[src/include/cpu_cfg.svh]
`ifndef CPU_CFG_SVH
`define CPU_CFG_SVH

////////////////////
// datapath sizing
////////////////////

// width of one register / alu word
`define CPU_DATA_W    16

// architectural registers, r0 reads as zero
`define CPU_NREGS     16

// bits needed to index CPU_NREGS
`define CPU_ADDR_W    4

////////////////////
// pipeline timing
////////////////////

// edges from ack rising to retire valid
`define CPU_PIPE_LAT  3

`endif
[src/hdl/cpu_pkg.sv]
`default_nettype none
`include "cpu_cfg.svh"

package cpu_pkg;

  typedef logic [`CPU_DATA_W-1:0] word_t;      // one data word
  typedef logic [`CPU_ADDR_W-1:0] reg_addr_t;  // register index

  // opcode encodings, unlisted values decode as nop
  typedef enum logic [3:0] {
    OP_ADD = 4'd0,   // saturating
    OP_SUB = 4'd1,   // saturating
    OP_AND = 4'd2,
    OP_NOR = 4'd3,
    OP_SLL = 4'd4,
    OP_SRL = 4'd5,
    OP_SRA = 4'd6,
    OP_LLB = 4'd10,  // sign-extended low byte
    OP_LHB = 4'd11,  // high byte, low byte kept
    OP_NOP = 4'd15   // internal code for anything unknown
  } opcode_e;

  typedef enum logic [1:0] {IDLE, ACKED, WAIT_REQ_LOW} port_state_e;

  typedef struct packed {
    logic [3:0] opcode;
    reg_addr_t  dst;
    reg_addr_t  src1;  // imm8[7:4] for llb/lhb
    reg_addr_t  src2;  // shift amount or imm8[3:0]
  } instr_t;

  typedef struct packed {
    logic z;
    logic v;  // saturation seen on add/sub
    logic n;
  } flags_t;

  typedef struct packed {
    logic      valid;
    opcode_e   op;
    reg_addr_t dst;
    reg_addr_t src1;        // effective read address, dst for lhb
    reg_addr_t src2;
    logic [7:0] imm8;
    logic      writes_reg;  // known op with nonzero dst
    logic      sets_flags;  // ops 0..6
  } ctrl_t;

  typedef struct packed {
    logic      valid;
    reg_addr_t dst;
    word_t     data;
  } stage_res_t;

  typedef struct packed {
    logic      valid;
    reg_addr_t dst;
    word_t     data;
    flags_t    flags;
  } retire_t;

endpackage

`default_nettype wire

[src/hdl/cpu_exec_top.sv]
`timescale 1ns/1ps
`default_nettype none

module cpu_exec_top
  import cpu_pkg::*;
(
  input  logic    hlt,
  input  logic    rst,
  input  logic    req,     // four-phase instruction request
  input  instr_t  instr,
  output logic    ack,
  output retire_t retire   // one pulse per instruction, in order
);

  ////////////////////
  // stage wiring
  ////////////////////
  logic       cap_valid;  // capture pulse, E0
  instr_t     cap_instr;
  reg_addr_t  rd0_addr;
  reg_addr_t  rd1_addr;
  ctrl_t      ctrl;       // decode register, E1
  word_t      rd0;
  word_t      rd1;
  word_t      opa;        // bypassed operands
  word_t      opb;
  stage_res_t ex_res;     // E2 result, also the rf write
  stage_res_t wb_res;     // E3 copy

  instr_port u_instr_port (
    .hlt       (hlt),
    .rst       (rst),
    .req       (req),
    .instr     (instr),
    .ack       (ack),
    .cap_valid (cap_valid),
    .cap_instr (cap_instr)
  );

  decode u_decode (
    .hlt       (hlt),
    .rst       (rst),
    .cap_valid (cap_valid),
    .cap_instr (cap_instr),
    .rd0_addr  (rd0_addr),
    .rd1_addr  (rd1_addr),
    .ctrl      (ctrl)
  );

  rf u_rf (
    .hlt      (hlt),
    .rst      (rst),
    .rd0_addr (rd0_addr),
    .rd1_addr (rd1_addr),
    .rd0      (rd0),
    .rd1      (rd1),
    .wr       (ex_res)     // written at E3
  );

  operand_bypass u_bypass (
    .ctrl   (ctrl),
    .rd0    (rd0),
    .rd1    (rd1),
    .ex_res (ex_res),
    .wb_res (wb_res),
    .opa    (opa),
    .opb    (opb)
  );

  alu u_alu (
    .hlt    (hlt),
    .rst    (rst),
    .ctrl   (ctrl),
    .opa    (opa),
    .opb    (opb),
    .ex_res (ex_res),
    .wb_res (wb_res),
    .retire (retire)
  );

endmodule

`default_nettype wire

[src/hdl/alu.sv]
`timescale 1ns/1ps
`default_nettype none

module alu
  import cpu_pkg::*;
(
  input  logic       hlt,
  input  logic       rst,
  input  ctrl_t      ctrl,
  input  word_t      opa,
  input  word_t      opb,
  output stage_res_t ex_res,  // to rf write port and bypass
  output stage_res_t wb_res,  // write-back copy for the bypass
  output retire_t    retire
);

  localparam int    MSB     = $bits(word_t) - 1;
  localparam word_t SAT_POS = 16'h7fff;
  localparam word_t SAT_NEG = 16'h8000;

  word_t     add_raw, sub_raw, sat_val, res;
  logic      add_ovf, sub_ovf, sat;
  flags_t    flags_d, flags_q, ret_flags;
  logic      ex_vld, ex_wr, wb_vld, ret_vld;
  reg_addr_t ex_dst, wb_dst;
  word_t     ex_data, wb_data;

  assign add_raw = opa + opb;
  assign sub_raw = opa - opb;
  assign add_ovf = (opa[MSB] == opb[MSB]) && (add_raw[MSB] != opa[MSB]);
  assign sub_ovf = (opa[MSB] != opb[MSB]) && (sub_raw[MSB] != opa[MSB]);
  assign sat_val = opa[MSB] ? SAT_NEG : SAT_POS;  // clamp toward the sign of a

  always_comb begin
    res = '0;  // nop
    sat = 1'b0;
    case (ctrl.op)
      OP_ADD: begin
        sat = add_ovf;
        res = add_ovf ? sat_val : add_raw;
      end
      OP_SUB: begin
        sat = sub_ovf;
        res = sub_ovf ? sat_val : sub_raw;
      end
      OP_AND:  res = opa & opb;
      OP_NOR:  res = ~(opa | opb);
      OP_SLL:  res = opa << ctrl.src2;
      OP_SRL:  res = opa >> ctrl.src2;
      OP_SRA:  res = word_t'($signed(opa) >>> ctrl.src2);  // sign fill
      OP_LLB:  res = {{8{ctrl.imm8[7]}}, ctrl.imm8};
      OP_LHB:  res = {ctrl.imm8, opa[7:0]};  // opa holds old dst
      default: res = '0;
    endcase
    flags_d = '{z: (res == '0), v: sat, n: res[MSB]};
  end

  ////////////////////
  // execute and write-back
  ////////////////////
  always_ff @(posedge hlt) begin
    if (rst) begin
      {ex_vld, ex_wr, wb_vld, ret_vld} <= '0;
      flags_q <= '0;
    end else begin
      ex_vld  <= ctrl.valid;                     // E2
      ex_wr   <= ctrl.valid && ctrl.writes_reg;
      wb_vld  <= ex_wr;                          // E3
      ret_vld <= ex_vld;
      if (ctrl.valid && ctrl.sets_flags) begin
        flags_q <= flags_d;
      end
    end
  end

  always_ff @(posedge hlt) begin
    if (ctrl.valid) begin
      ex_dst  <= ctrl.writes_reg ? ctrl.dst : '0;  // non-writers retire as r0
      ex_data <= res;
    end
    if (ex_vld) begin
      wb_dst    <= ex_dst;
      wb_data   <= ex_data;
      ret_flags <= flags_q;
    end
  end

  assign ex_res = '{valid: ex_wr, dst: ex_dst, data: ex_data};
  assign wb_res = '{valid: wb_vld, dst: wb_dst, data: wb_data};
  assign retire = '{valid: ret_vld, dst: wb_dst, data: wb_data, flags: ret_flags};

  // each retire maps to one decoded instruction two edges back, never back to back
  a_one_retire: assert property (
    @(posedge hlt) disable iff (rst)
    retire.valid |-> ($past(ctrl.valid, 2) && !$past(retire.valid))
  );

endmodule

`default_nettype wire

[src/hdl/operand_bypass.sv]
`timescale 1ns/1ps
`default_nettype none

module operand_bypass
  import cpu_pkg::*;
(
  input  ctrl_t      ctrl,
  input  word_t      rd0,     // rf read, registered at E1
  input  word_t      rd1,
  input  stage_res_t ex_res,  // result sitting in the execute register
  input  stage_res_t wb_res,  // result one stage older
  output word_t      opa,
  output word_t      opb
);

  // newest source wins, so ex is checked after wb
  function automatic word_t pick(input reg_addr_t  addr,
                                 input word_t      rf_word,
                                 input stage_res_t ex,
                                 input stage_res_t wb);
    word_t val;
    val = rf_word;
    if (addr != '0) begin  // r0 is always zero
      if (wb.valid && (wb.dst == addr)) begin
        val = wb.data;  // rf read was taken before this write
      end
      if (ex.valid && (ex.dst == addr)) begin
        val = ex.data;
      end
    end
    return val;
  endfunction

  assign opa = pick(ctrl.src1, rd0, ex_res, wb_res);
  assign opb = pick(ctrl.src2, rd1, ex_res, wb_res);  // unused by shifts and loads

endmodule

`default_nettype wire

[src/hdl/decode.sv]
`timescale 1ns/1ps
`default_nettype none

module decode
  import cpu_pkg::*;
(
  input  logic      hlt,
  input  logic      rst,
  input  logic      cap_valid,
  input  instr_t    cap_instr,
  output reg_addr_t rd0_addr,  // straight to rf, lines up with ctrl at E1
  output reg_addr_t rd1_addr,
  output ctrl_t     ctrl
);

  ctrl_t ctrl_d;
  logic  known;  // opcode is one of the defined ops

  // lhb needs old dst contents to keep the low byte
  assign rd0_addr = (cap_instr.opcode == OP_LHB) ? cap_instr.dst : cap_instr.src1;
  assign rd1_addr = cap_instr.src2;

  always_comb begin
    case (cap_instr.opcode)
      OP_ADD, OP_SUB, OP_AND, OP_NOR,
      OP_SLL, OP_SRL, OP_SRA,
      OP_LLB, OP_LHB: known = 1'b1;
      default:        known = 1'b0;
    endcase
  end

  always_comb begin
    ctrl_d            = '0;
    ctrl_d.valid      = cap_valid;
    ctrl_d.op         = known ? opcode_e'(cap_instr.opcode) : OP_NOP;
    ctrl_d.dst        = cap_instr.dst;
    ctrl_d.src1       = rd0_addr;  // bypass compares the real read address
    ctrl_d.src2       = cap_instr.src2;
    ctrl_d.imm8       = {cap_instr.src1, cap_instr.src2};
    ctrl_d.writes_reg = known && (cap_instr.dst != '0);  // r0 and nop write nothing
    ctrl_d.sets_flags = known && (cap_instr.opcode <= OP_SRA);
  end

  ////////////////////
  // decode register
  ////////////////////
  always_ff @(posedge hlt) begin
    if (rst) begin
      ctrl <= '0;
    end else if (cap_valid) begin
      ctrl <= ctrl_d;
    end else begin
      ctrl.valid <= 1'b0;  // single-cycle valid, fields hold
    end
  end

endmodule

`default_nettype wire

[src/hdl/instr_port.sv]
`timescale 1ns/1ps
`default_nettype none

module instr_port
  import cpu_pkg::*;
(
  input  logic   hlt,
  input  logic   rst,
  input  logic   req,        // four-phase request from outside
  input  instr_t instr,
  output logic   ack,
  output logic   cap_valid,  // one pulse per transfer
  output instr_t cap_instr   // held until the next transfer
);

  port_state_e state;
  port_state_e state_nxt;
  logic        take;  // capture this edge

  always_comb begin
    state_nxt = state;
    take      = 1'b0;
    case (state)
      IDLE: begin
        if (req) begin
          take      = 1'b1;  // grab the word and raise ack
          state_nxt = ACKED;
        end
      end
      ACKED: begin
        state_nxt = req ? WAIT_REQ_LOW : IDLE;
      end
      WAIT_REQ_LOW: begin
        if (!req) begin
          state_nxt = IDLE;  // ack falls here
        end
      end
      default: state_nxt = IDLE;
    endcase
  end

  always_ff @(posedge hlt) begin
    if (rst) begin
      state     <= IDLE;
      cap_valid <= 1'b0;
    end else begin
      state     <= state_nxt;
      cap_valid <= take;
    end
  end

  always_ff @(posedge hlt) begin
    if (take) begin
      cap_instr <= instr;
    end
  end

  assign ack = (state != IDLE);  // state is registered, so ack is too

  // an ack edge must answer a request seen high on that same edge
  a_ack_needs_req: assert property (
    @(posedge hlt) disable iff (rst)
    $rose(ack) |-> $past(req)
  );

endmodule

`default_nettype wire

[src/hdl/rf.sv]
`timescale 1ns/1ps
`default_nettype none
`include "cpu_cfg.svh"

module rf
  import cpu_pkg::*;
(
  input  logic       hlt,
  input  logic       rst,
  input  reg_addr_t  rd0_addr,  // first source
  input  reg_addr_t  rd1_addr,  // second source
  output word_t      rd0,
  output word_t      rd1,
  input  stage_res_t wr         // from the execute register
);

  word_t mem [`CPU_NREGS];
  logic  wr_hit0;  // write-through onto port 0
  logic  wr_hit1;  // write-through onto port 1
  logic  wr_en;

  assign wr_en   = wr.valid && (wr.dst != '0);  // r0 never written
  assign wr_hit0 = wr_en && (wr.dst == rd0_addr);
  assign wr_hit1 = wr_en && (wr.dst == rd1_addr);

  ////////////////////
  // write port
  ////////////////////
  always_ff @(posedge hlt) begin
    if (rst) begin
      for (int i = 0; i < `CPU_NREGS; i++) begin
        mem[i] <= '0;  // all regs come up zero
      end
    end else if (wr_en) begin
      mem[wr.dst] <= wr.data;
    end
  end

  ////////////////////
  // read ports
  ////////////////////
  // one edge of latency, newest write wins
  always_ff @(posedge hlt) begin
    rd0 <= wr_hit0 ? wr.data : mem[rd0_addr];
    rd1 <= wr_hit1 ? wr.data : mem[rd1_addr];
  end

  // decode clears writes_reg for dst 0, so alu must never present one
  a_no_r0_write: assert property (
    @(posedge hlt) disable iff (rst)
    wr.valid |-> (wr.dst != '0)
  );

endmodule

`default_nettype wire

[config.mk]
export PLATFORM = sky130hd
export DESIGN_NAME = cpu_exec_top
export DESIGN_NICKNAME = d
export VERILOG_FILES = /design/src/hdl/cpu_pkg.sv /design/src/hdl/cpu_exec_top.sv /design/src/hdl/alu.sv /design/src/hdl/operand_bypass.sv /design/src/hdl/decode.sv /design/src/hdl/instr_port.sv /design/src/hdl/rf.sv
export VERILOG_INCLUDE_DIRS = /design/src /design/src/include
export SDC_FILE = /design/constraint.sdc
export NUM_CORES = 1
export LEC_CHECK = 0
export BUFFER_PORTS_ARGS = -buffer_cell sky130_fd_sc_hd__buf_2
export CORE_ASPECT_RATIO = 0.8
export CORE_UTILIZATION = 58
export CTS_BUF_LIST = sky130_fd_sc_hd__clkbuf_4 sky130_fd_sc_hd__clkbuf_8 sky130_fd_sc_hd__clkbuf_16
export CTS_CLUSTER_SIZE = 28
export DETAILED_ROUTE_END_ITERATION = 10
export GPL_TIMING_DRIVEN = 0
export PLACE_DENSITY = 0.87
export SKIP_LAST_GASP = 1
export SYNTH_ARGS = -nofsm -noshare
export SYNTH_HDL_FRONTEND = slang
export SYNTH_SLANG_ARGS = --single-unit
[constraint.sdc]
create_clock -name hlt -period 6.4 [get_ports hlt]
set_clock_uncertainty 0.1 [all_clocks]
set_input_delay 0.64 -clock hlt [delete_from_list [all_inputs] [get_ports hlt]]
set_output_delay 0.64 -clock hlt [all_outputs]
set_load 0.1 [all_outputs]
**Yosys cells after proc, flatten, opt, wreduce, memory -nomap -nowiden**

Memory sizes are Yosys's and may differ from the RTL's. A register that Yosys moved wholly into a read port is not among the register bits.
Cells that the tools add are included.

- Flip-flop bits (word level): 128
- RAM bits: 256
- ROM bits: 16
- Input port bits: 19
- Output and inout port bits: 25
- Word-level logic and storage cells: 119
- Memories: 2

Memory list:

| name | words | bits a word | read ports | clocked after memory_dff | wr ports | RTL line | source |
|---|---|---|---|---|---|---|---|
| u_rf.mem | 16 | 16 | 2 | 1 | 16 | rf.sv:17 | `` word_t mem [`CPU_NREGS]; `` |
| (name not given) | 16 | 1 | 1 | 1 | 0 | decode.sv:24 | `case (cap_instr.opcode)` |

- Add/sub/neg operators: 2
- Magnitude comparators: 1
- Equal/unequal tests: 23
- Shifts and indexed selects: 3
- Mux-type cells: 32
- Bitwise gates (word level): 3
- Reduce and logical (&&, ||, !) cells: 23

Operator list:

| operator | count |
|---|---|
| 16-bit two-way mux | 12 |
| 16-bit one-hot mux with 9 select lines | 1 |
| 4-bit == test | 6 |
| 4-bit two-way mux | 5 |
| 16-bit adder | 1 |
| 16-bit bitwise AND | 1 |
| 16-bit zero test | 1 |
| 16-bit NOT | 1 |
| 16-bit bitwise OR | 1 |
| 4-bit nonzero test | 4 |
| 16-bit OR reduction | 1 |
| 16-bit by 4-bit left shift with 16-bit output | 1 |
| 16-bit by 4-bit >> shifter with 16-bit output | 1 |
| 16-bit by 4-bit >>> shifter with 16-bit output | 1 |
| 16-bit subtractor | 1 |
| 1-bit logical AND | 13 |
| 4-bit by 3-bit == test with 1-bit output (second input constant) | 3 |
| 4-bit == test (second input constant) | 3 |
| 1-bit two-way mux | 9 |
| 4-bit by 2-bit == test with 1-bit output (second input constant) | 2 |
| 2-bit two-way mux | 3 |
| 2-bit one-hot mux with 3 select lines | 1 |
| 4-bit by 1-bit == test with 1-bit output (second input constant) | 1 |
| 4-bit by 3-bit less-or-equal comparator with 1-bit output (second input constant) | 1 |
| 10 further kinds | 13 |

**Logic depth before layout (Yosys ltp)**

Gate-level depths: netlist of run 1.

- Depth in word-level cells: 11
- Depth in mapped cells: 33
- Mapped depth without buffers: 29

**Modules after synthesis**

Synthesis of run 1 repeated with hierarchy kept, for this count alone.

- Cells, all modules: 1845
- Area total of the unflattened synthesis: 23413.7 um2

By module, submodules not included:

| module | times used | cells an instance | area each (um2) |
|---|---|---|---|
| rf | 1 | 916 | 14784.2 |
| alu | 1 | 691 | 6162.2 |
| decode | 1 | 104 | 1009.7 |
| operand_bypass | 1 | 107 | 874.6 |
| instr_port | 1 | 27 | 583.1 |

**Worst setup path after synthesis of run 1**

No wires, ideal clock.

- Kind: reg2reg
- Start point: register, netlist name u_decode.ctrl[3]
- End point: register u_alu.flags_q[2] (netlist name)
- Arrival time: 6266 ps
- Data required time: 6233 ps
- Setup slack: -33 ps
- Stages on the path, launching flop included: 29
- Path buffers: 5
- Period minus slack after synthesis: 6433 ps
- Path through: dfxtp_1 -> clkbuf_1 -> buf_1 -> xnor2_1 -> nand3_1 -> nand2b_1 -> clkbuf_1 -> clkbuf_1 -> o22ai_1 -> nand2_1 -> o21a_1 -> ha_1 -> clkbuf_1 -> or3b_2 -> o221ai_1 -> o211ai_1 -> a21oi_1 -> o221ai_1 -> a21oi_1 -> a21o_1 -> a21oi_1 -> fa_1 -> nand2_1 -> o21ai_1 -> a31oi_1 -> or4_4 -> nor4_1 -> nand3_1 -> o21ai_2

RTL lines:

| what | RTL line | source |
|---|---|---|
| to (signal assigned) | alu.sv:71 | `flags_q <= flags_d;` |
| to (decl) | alu.sv:23 | `flags_t flags_d, flags_q, ret_flags;` |

**Worst setup path after layout of run 1**

- Start point: register u_alu.ex_dst[2]
- End point: register u_alu.flags_q[2] (netlist name)

- Cells in the longest elaborated chain, start to end: 10
- Elaborated cells on any way between the ends: 27
- Classes of those cells: 2 x add/sub; 6 x eq/ne; 3 x shift; 8 x mux; 3 x bitwise; 5 x reduce/logical

Ends and longest elaborated chain:

| what | RTL line | source |
|---|---|---|
| from (decl) | alu.sv:25 | `reg_addr_t ex_dst, wb_dst;` |
| from (signal assigned) | alu.sv:78 | `ex_dst <= ctrl.writes_reg ? ctrl.dst : '0;` |
| 4-bit == test | operand_bypass.sv:27 | `if (ex.valid && (ex.dst == addr)) begin` |
| 1-bit logical AND | operand_bypass.sv:27 |  |
| 16-bit two-way mux | operand_bypass.sv:27 |  |
| 16-bit two-way mux | operand_bypass.sv:23 | `if (addr != '0) begin` |
| 16-bit subtractor or 16-bit adder (tied branches) | alu.sv:29, alu.sv:28 |  |
| 1-bit != test (on tied branches) | alu.sv:31, alu.sv:30 |  |
| 1-bit logical AND (on tied branches) | alu.sv:31, alu.sv:30 |  |
| 16-bit two-way mux (on tied branches) | alu.sv:44, alu.sv:40 |  |
| 16-bit one-hot mux with 9 select lines * | alu.sv:37 | `case (ctrl.op)` |
| net u_alu.res[11] | alu.sv:21 | `word_t add_raw, sub_raw, sat_val, res;` |
| 16-bit zero test * | alu.sv:55 | `flags_d = '{z: (res == '0), v: sat, n: res[MSB]};` |

Mark *: on every way through the listed nets, which the timed path passes. The rest lies on a longest branch.
A chain may end at the register's enable or synchronous reset.

==> results of run 1 <==
==> cells by family (layout without fill, tap and decap cells) <==
group,Yosys count,in the layout
and+or+nand+nor,633,633
DFF,385,385
AOI/OAI and AO/OA,330,330
muxes,248,248
buffers and inverters,206,349
adders and majority gates,50,50
xor gates and xnor gates,49,49
other,1,19
==> sequential cells by signal (all words and copies together) (netlist names), 3 cells and up, named ones only <==
name / flops
u_alu.wb_data: 16
u_alu.ex_dst: 4
u_rf.rd0: 16
u_alu.flags_q: 3
u_alu.retire: 3
u_rf.rd1: 16
u_decode.ctrl: 23
u_alu.wb_dst: 4
u_alu.ex_data: 16
u_rf.mem: 256
u_instr_port.cap_instr: 16
==> metrics by stage <==
| stage | setup WS, ns | setup TNS (ns) | cells | hold WS [ns] | instance area (µm²) |
|---|---|---|---|---|---|
| global placement | -2.62 | -27.50 | 2496 | 0.325 | 24100 |
| finish | 0.124 | 0 | 2599 | 0.161 | 26300 |
| CTS | 0.0112 | 0 | 2574 | 0.154 | 25900 |
| global route | -0.0236 | -0.0236 | 2596 | 0.155 | 26300 |
| detailed placement | -2.72 | -29.79 | 2498 | 0.325 | 24200 |
| floorplan | 0.0555 | 0 | 1917 | 0.301 | 23200 |
==> layout by cell type (no fill, tap or decap), drive strengths merged, types with 6 or more instances in the layout <==
cell type	n
nor2b	11
o221a	16
or3	23
buf	118
a31oi	28
conb	16
nand3	19
nor4	11
a311oi	8
clkbuf	154
nand2b	11
ha	47
nand4	15
o21ai	48
xor2	14
o211ai	18
o21a	19
nand2	103
dfxtp	70
or2	19
mux2	39
and2	267
o221ai	7
clkinv	21
edfxtp	315
nor3	27
nor2	99
a22oi	8
a21oi	48
a211oi	29
xnor2	35
mux4	164
a221oi	6
mux2i	45
or4	8
a21o	7
inv	52
o22ai	35
==> cells in the mapped netlist, drive strengths merged (11+ instances only) <==
library cell and n:
ha 47, mux2 39, nor3 27, mux4 164
or2 19, nor4 11, or3 23, nand2 103
inv 50, nand2b 11, o21ai 48, dfxtp 70
nor2 99, buf 30, edfxtp 315, nand4 15
o21a 19, xor2 14, mux2i 45, o211ai 18
a21oi 48, a211oi 29, xnor2 35, nor2b 11
o22ai 35, o221a 16, a31oi 28, and2 267
nand3 19, clkbuf 122
==> power breakdown <==
part	internal [W]	leakage, nW	switching, W
Sequential	0.00286	3.76	0.000124
Combinational	0.000851	5.00	0.00142
Clock	0.00135	0.649	0.00101
==> critical path, cell delays in order, from the launching register on <==
cell and delay, ns:
edfxtp_1 0.48, buf_6 0.16, xor2_1 0.14, nor3_2 0.24, nand3_4 0.17, buf_8 0.20, buf_4 0.15, o22ai_1 0.17
nand2_1 0.14, o21a_1 0.19, ha_1 0.28, clkbuf_1 0.35, inv_1 0.11, nor4_1 0.53, o211a_1 0.30, o21ai_1 0.26
a21oi_1 0.31, nor3_2 0.17, a21oi_1 0.38, o2111ai_1 0.15, or4_4 0.58, or3_1 0.48, o21ai_2 0.17
==> final cells by class <==
class	count	area share, %
diodes	3	0.0285
plain buffers	140	2.37
clock buffers	47	4.02
clock inverters	23	0.917
inverters	54	0.770
multi-input cells	1326	45.8
flip-flops and latches	385	41.3
well taps	536	2.55
repair buffers	85	2.26
==> repair_timing <==
item / 4_1_cts / 5_1_grt
buffers inserted: 15 / 25
endpoints found under the setup margin: 19 / 4
pin swaps: 11 / 26
gates resized for setup: 60 / 60
==> how the worst min path moves through the flow <==
stage	slack [ns]	end
floorplan	0.30	u_alu.retire[2]
global placement	0.33	u_alu.retire[1]
detailed placement	0.33	u_alu.retire[1]
CTS	0.15	u_instr_port.cap_instr[4]
global route	0.16	u_instr_port.cap_instr[4]
finish	0.16	u_instr_port.cap_instr[4]
==> layer usage <==
layer  vias up  wire (µm)  track usage, %
met5         -          0               0
met4         0       3420            12.5
met3       341      14900            15.7
met2      2080      35200            57.9
met1      9287      31200            59.1
li1       7506          -               -
==> impl_metrics.toml, run 1 <==
[global_routing]
antenna_found_initial = 2
grt-ovfl-total = 0
grt_pass1_vias = 18300
grt_usage_pct = 41.2
grt_max_degree = 25
grt_pass1_wl_um = 121000

[yosys]
avgSynthCellArea_um2 = 12.2
synthAdderAreaFrac_pct = 2.80
yosys.area.top_type = "edfxtp_1"
muxShareOfSynthArea_pct = 19.8
syn_inst = 1902
ys_seq_area_share_pct = 46.8
ys_seq_elements = 385
yosys_most_used_dff = "edfxtp_1"
synth_edf_count = 315
synth_xor_area_share_pct = 1.85
yosysUniqueCellTypes = 88
synth_area_um2 = 23200
synth-compound-area-share_pct = 10.3
async_reset_ff_share_pct = 0
yosysTopAreaCellShare_pct = 40.8
synth_top_family_by_area = "multiplexers"
synthSimpleGateAreaFrac_pct = 15.0
yosysWarnings = 0
synth.area.top_cells = "edfxtp_1 (41%), mux4_2 (16%), and2_1 (7.2%)"

[die]
die_h_um = 181
start_util_pct = 58.8
rows = 65
core-area_um2 = 39400
dieArea_um2 = 40800
num_io_pins = 44
die-width_um = 226

[clocking]
cts_tree = "done"
htreeDepth = 2
root_buffer = "clkbuf_16"
cts_hold_buf = 0
clk_pin_slew_ns = 0.07
ctsLongestPathBuffers = 3
cts_buffers = 39
clkLatencyLatePin_ns = 0.56
cts.sinks = 385

[setup_path]
cp_max_fo = 8
cp.required_ns = 6.80
r2r_slack_ns = 0.12
start_kind = "register"
cp.arrival_ns = 6.68
cp-endpoint = "u_alu.flags_q[2]"
end_kind = "register"
startpoint = "u_alu.ex_dst[2]"
reg2reg_depth = 22
critPathKind = "reg2reg"
r2r_end = "u_alu.flags_q[2]"
reg2reg_from = "u_alu.ex_dst[2]"

[outcome]
outcome = "finished, final reports clean"

[timing]
finalSetupViolCount = 0
post-route-period-util_pct = 98.1
max-slew-margin-rel_pct = 5.08
fmaxAchievable_ghz = 0.159
finalHoldViolations = 0
min_period_ns = 6.28
worstMarginPinSlew_ns = 1.40
maxSlewViolCount = 0

[drt]
routed_via_density = 7.39
drc = 0
vias = 19200
ant_nets = 0
firstDrtPassIters = 7
wirelength_um = 84700
wire_per_inst_um = 32.6
drt_iter0_markers = 3667

[pwr]
p_leak_nw = 9.41
p_per_area_nw_per_um2 = 289
power.total_w = 0.00762
vdd_drop_max_mv = 0.332

[min_path]
hold_depth = 1
hp-start = "instr[4]"
hp-class = "in2reg"

[layout]
nNetsFinal = 2100
syn_to_final_growth_pct = 13.6
fillers = 2697
drive_above_1_share_pct = 23.3
final_util_pct = 66.8
register_area_um2 = 10900
multi_input_area_um2 = 12100

[place]
dpl.hpwl_um = 61700
gp_congestion = 1.09
port-buffer-count = 43

[job]
maxCapViolCount = 0
(Power assumes the default switching activity.)
==> run 2, diff against run 1 <==
--- a/config.mk
+++ b/config.mk
@@ -14,7 +14,6 @@
 export DETAILED_ROUTE_END_ITERATION = 10
 export GPL_TIMING_DRIVEN = 0
 export PLACE_DENSITY = 0.87
-export SKIP_LAST_GASP = 1
 export SYNTH_ARGS = -nofsm -noshare
 export SYNTH_HDL_FRONTEND = slang
 export SYNTH_SLANG_ARGS = --single-unit
==> constraint.sdc (replaced) <==
create_clock -name hlt -period 6.4 [get_ports hlt]
set_clock_uncertainty 0.1 [all_clocks]
set_input_delay 0.32 -clock hlt [delete_from_list [all_inputs] [get_ports hlt]]
set_output_delay 0.32 -clock hlt [all_outputs]
set_load 0.1 [all_outputs]
==> impl_metrics.toml, run 2 (synthesized netlist as in run 1, its figures left out) <==
[timing]
maxSlewViolCount = 0
fmaxAchievable_ghz = 0.160
min_period_ns = 6.25
max-slew-margin-rel_pct = 7.73
fin_tns_setup_ns = 0
finalSetupViolCount = 0
setup_ws_ns = 0.154
worstMarginPinSlew_ns = 1.38
post-route-period-util_pct = 97.6
finalHoldViolations = 0

[die]
num_io_pins = 44
die-width_um = 226
die_h_um = 181
dieArea_um2 = 40800
core-area_um2 = 39400
rows = 65
start_util_pct = 58.8

[setup_path]
cp.arrival_ns = 6.64
start_kind = "register"
cp.required_ns = 6.79
cp_max_fo = 8
r2r_slack_ns = 0.15
reg2reg_depth = 24
end_kind = "register"
critPathKind = "reg2reg"

[place]
gp_congestion = 1.09
dp_slack_ns = -2.72
dpl.hpwl_um = 61700
port-buffer-count = 43
place_inst = 2498

[drt]
drc = 0
wirelength_um = 85000
ant_nets = 0
met3RoutedLength_um = 14700
wire_per_inst_um = 32.5
met2WireLength_um = 35300
vias = 19300
firstDrtPassIters = 6
drt_iter0_markers = 3833
top_layer_used = "met5"
wl_met1_um = 31500
routed_via_density = 7.37

[min_path]
hold_depth = 0
hp-class = "reg2reg"

[layout]
final_util_pct = 67.2
syn_to_final_growth_pct = 14.3
final_cell_mix = "edfxtp_1 (315), and2_1 (265), mux4_2 (164)"
nNetsFinal = 2118
largest_register = "u_rf.mem"
largest_reg_flops = 256
drive_above_1_share_pct = 23.1
fillers = 2667
final_common_cell = "edfxtp_1"
largest_registers = "u_rf.mem x256, u_decode.ctrl x23"
diodes = 0
post_layout_nonfiller_instances = 2614

[job]
maxCapViolCount = 0

[global_routing]
grt-ovfl-total = 0
antenna_found_initial = 2
grt_max_degree = 25
grt_pass1_vias = 18400
grt_pass1_wl_um = 122000
grt_usage_pct = 41.4

[pwr]
p_leak_nw = 9.48
vdd_drop_max_mv = 0.338
p_per_area_nw_per_um2 = 288

[clocking]
clk_pin_slew_ns = 0.07
ctsLongestPathBuffers = 3
htreeDepth = 2
cts_tree = "done"
cts_buffers = 39
clkLatencyLatePin_ns = 0.55
cts.sinks = 385
root_buffer = "clkbuf_16"

[outcome]
outcome = "finished, final reports clean"
==> run 2: cell type report <==
| type | count | area, µm² | area share, % |
|---|---|---|---|
| timing repair buffer | 103 | 774 | 2.92 |
| sequential | 385 | 10900 | 41.0 |
| inverter | 54 | 203 | 0.765 |
| clock buffer | 47 | 1060 | 4.00 |
| tap | 536 | 671 | 2.53 |
| clock inverter | 23 | 241 | 0.911 |
| buffer | 140 | 624 | 2.36 |
| multi-input combinational | 1326 | 12100 | 45.5 |
==> run 2: worst paths after layout <==
check	endpoint	startpoint
max	u_alu.flags_q[2]	u_alu.ex_dst[2]
max reg2reg	u_alu.flags_q[2]	u_alu.ex_dst[2]
min	u_alu.retire[1]	u_alu.flags_q[1]
min reg2reg	u_alu.retire[1]	u_alu.flags_q[1]
==> run 2: critical path, cell delays in order (launching register included) <==
cell	delay, ns
edfxtp_1	0.48
xnor2_2	0.32
nand4_4	0.25
o211ai_4	0.31
buf_6	0.20
o221a_4	0.29
ha_4	0.25
or3_4	0.40
o221ai_4	0.20
o211ai_1	0.13
a21oi_2	0.19
o221ai_2	0.14
a21oi_2	0.20
a21o_1	0.16
a21oi_2	0.07
fa_2	0.62
nand2_1	0.13
nand2_1	0.17
o22ai_1	0.11
a221oi_2	0.27
and4b_1	0.24
o211ai_1	0.23
nor4_2	0.37
nand3_2	0.18
o21ai_2	0.14
==> run 2: through the flow <==
stage	power (W)	cell area (µm²)	hold slack, ns
detailed placement	0.00494	24200	0.325
CTS	0.00735	26000	0.340
global placement	0.00492	24100	0.325
floorplan	0.00427	23200	0.301
global route	0.00776	26500	0.353
finish	0.00763	26500	0.345
==> run 2: power breakdown <==
part           switching, W  total (W)  internal [W]
Sequential         0.000125    0.00298       0.00286
Combinational       0.00142    0.00228      0.000858
Clock               0.00102    0.00237       0.00135
Total               0.00256    0.00763       0.00507
==> run 2: repair_timing <==
action	in CTS	in global routing
hold buffers	18	0
endpoints found under the setup margin	19	4
hold endpoints to repair	23	0
pin swaps	11	26
resized for setup	60	60
setup buffers	15	25
==> run 2: per-layer routing <==
layer  vias up  global-route usage (%)
met5         -                       0
met1      9433                    59.0
met4         2                    12.1
li1       7548                       -
met3       329                    16.1
met2      1944                    58.6
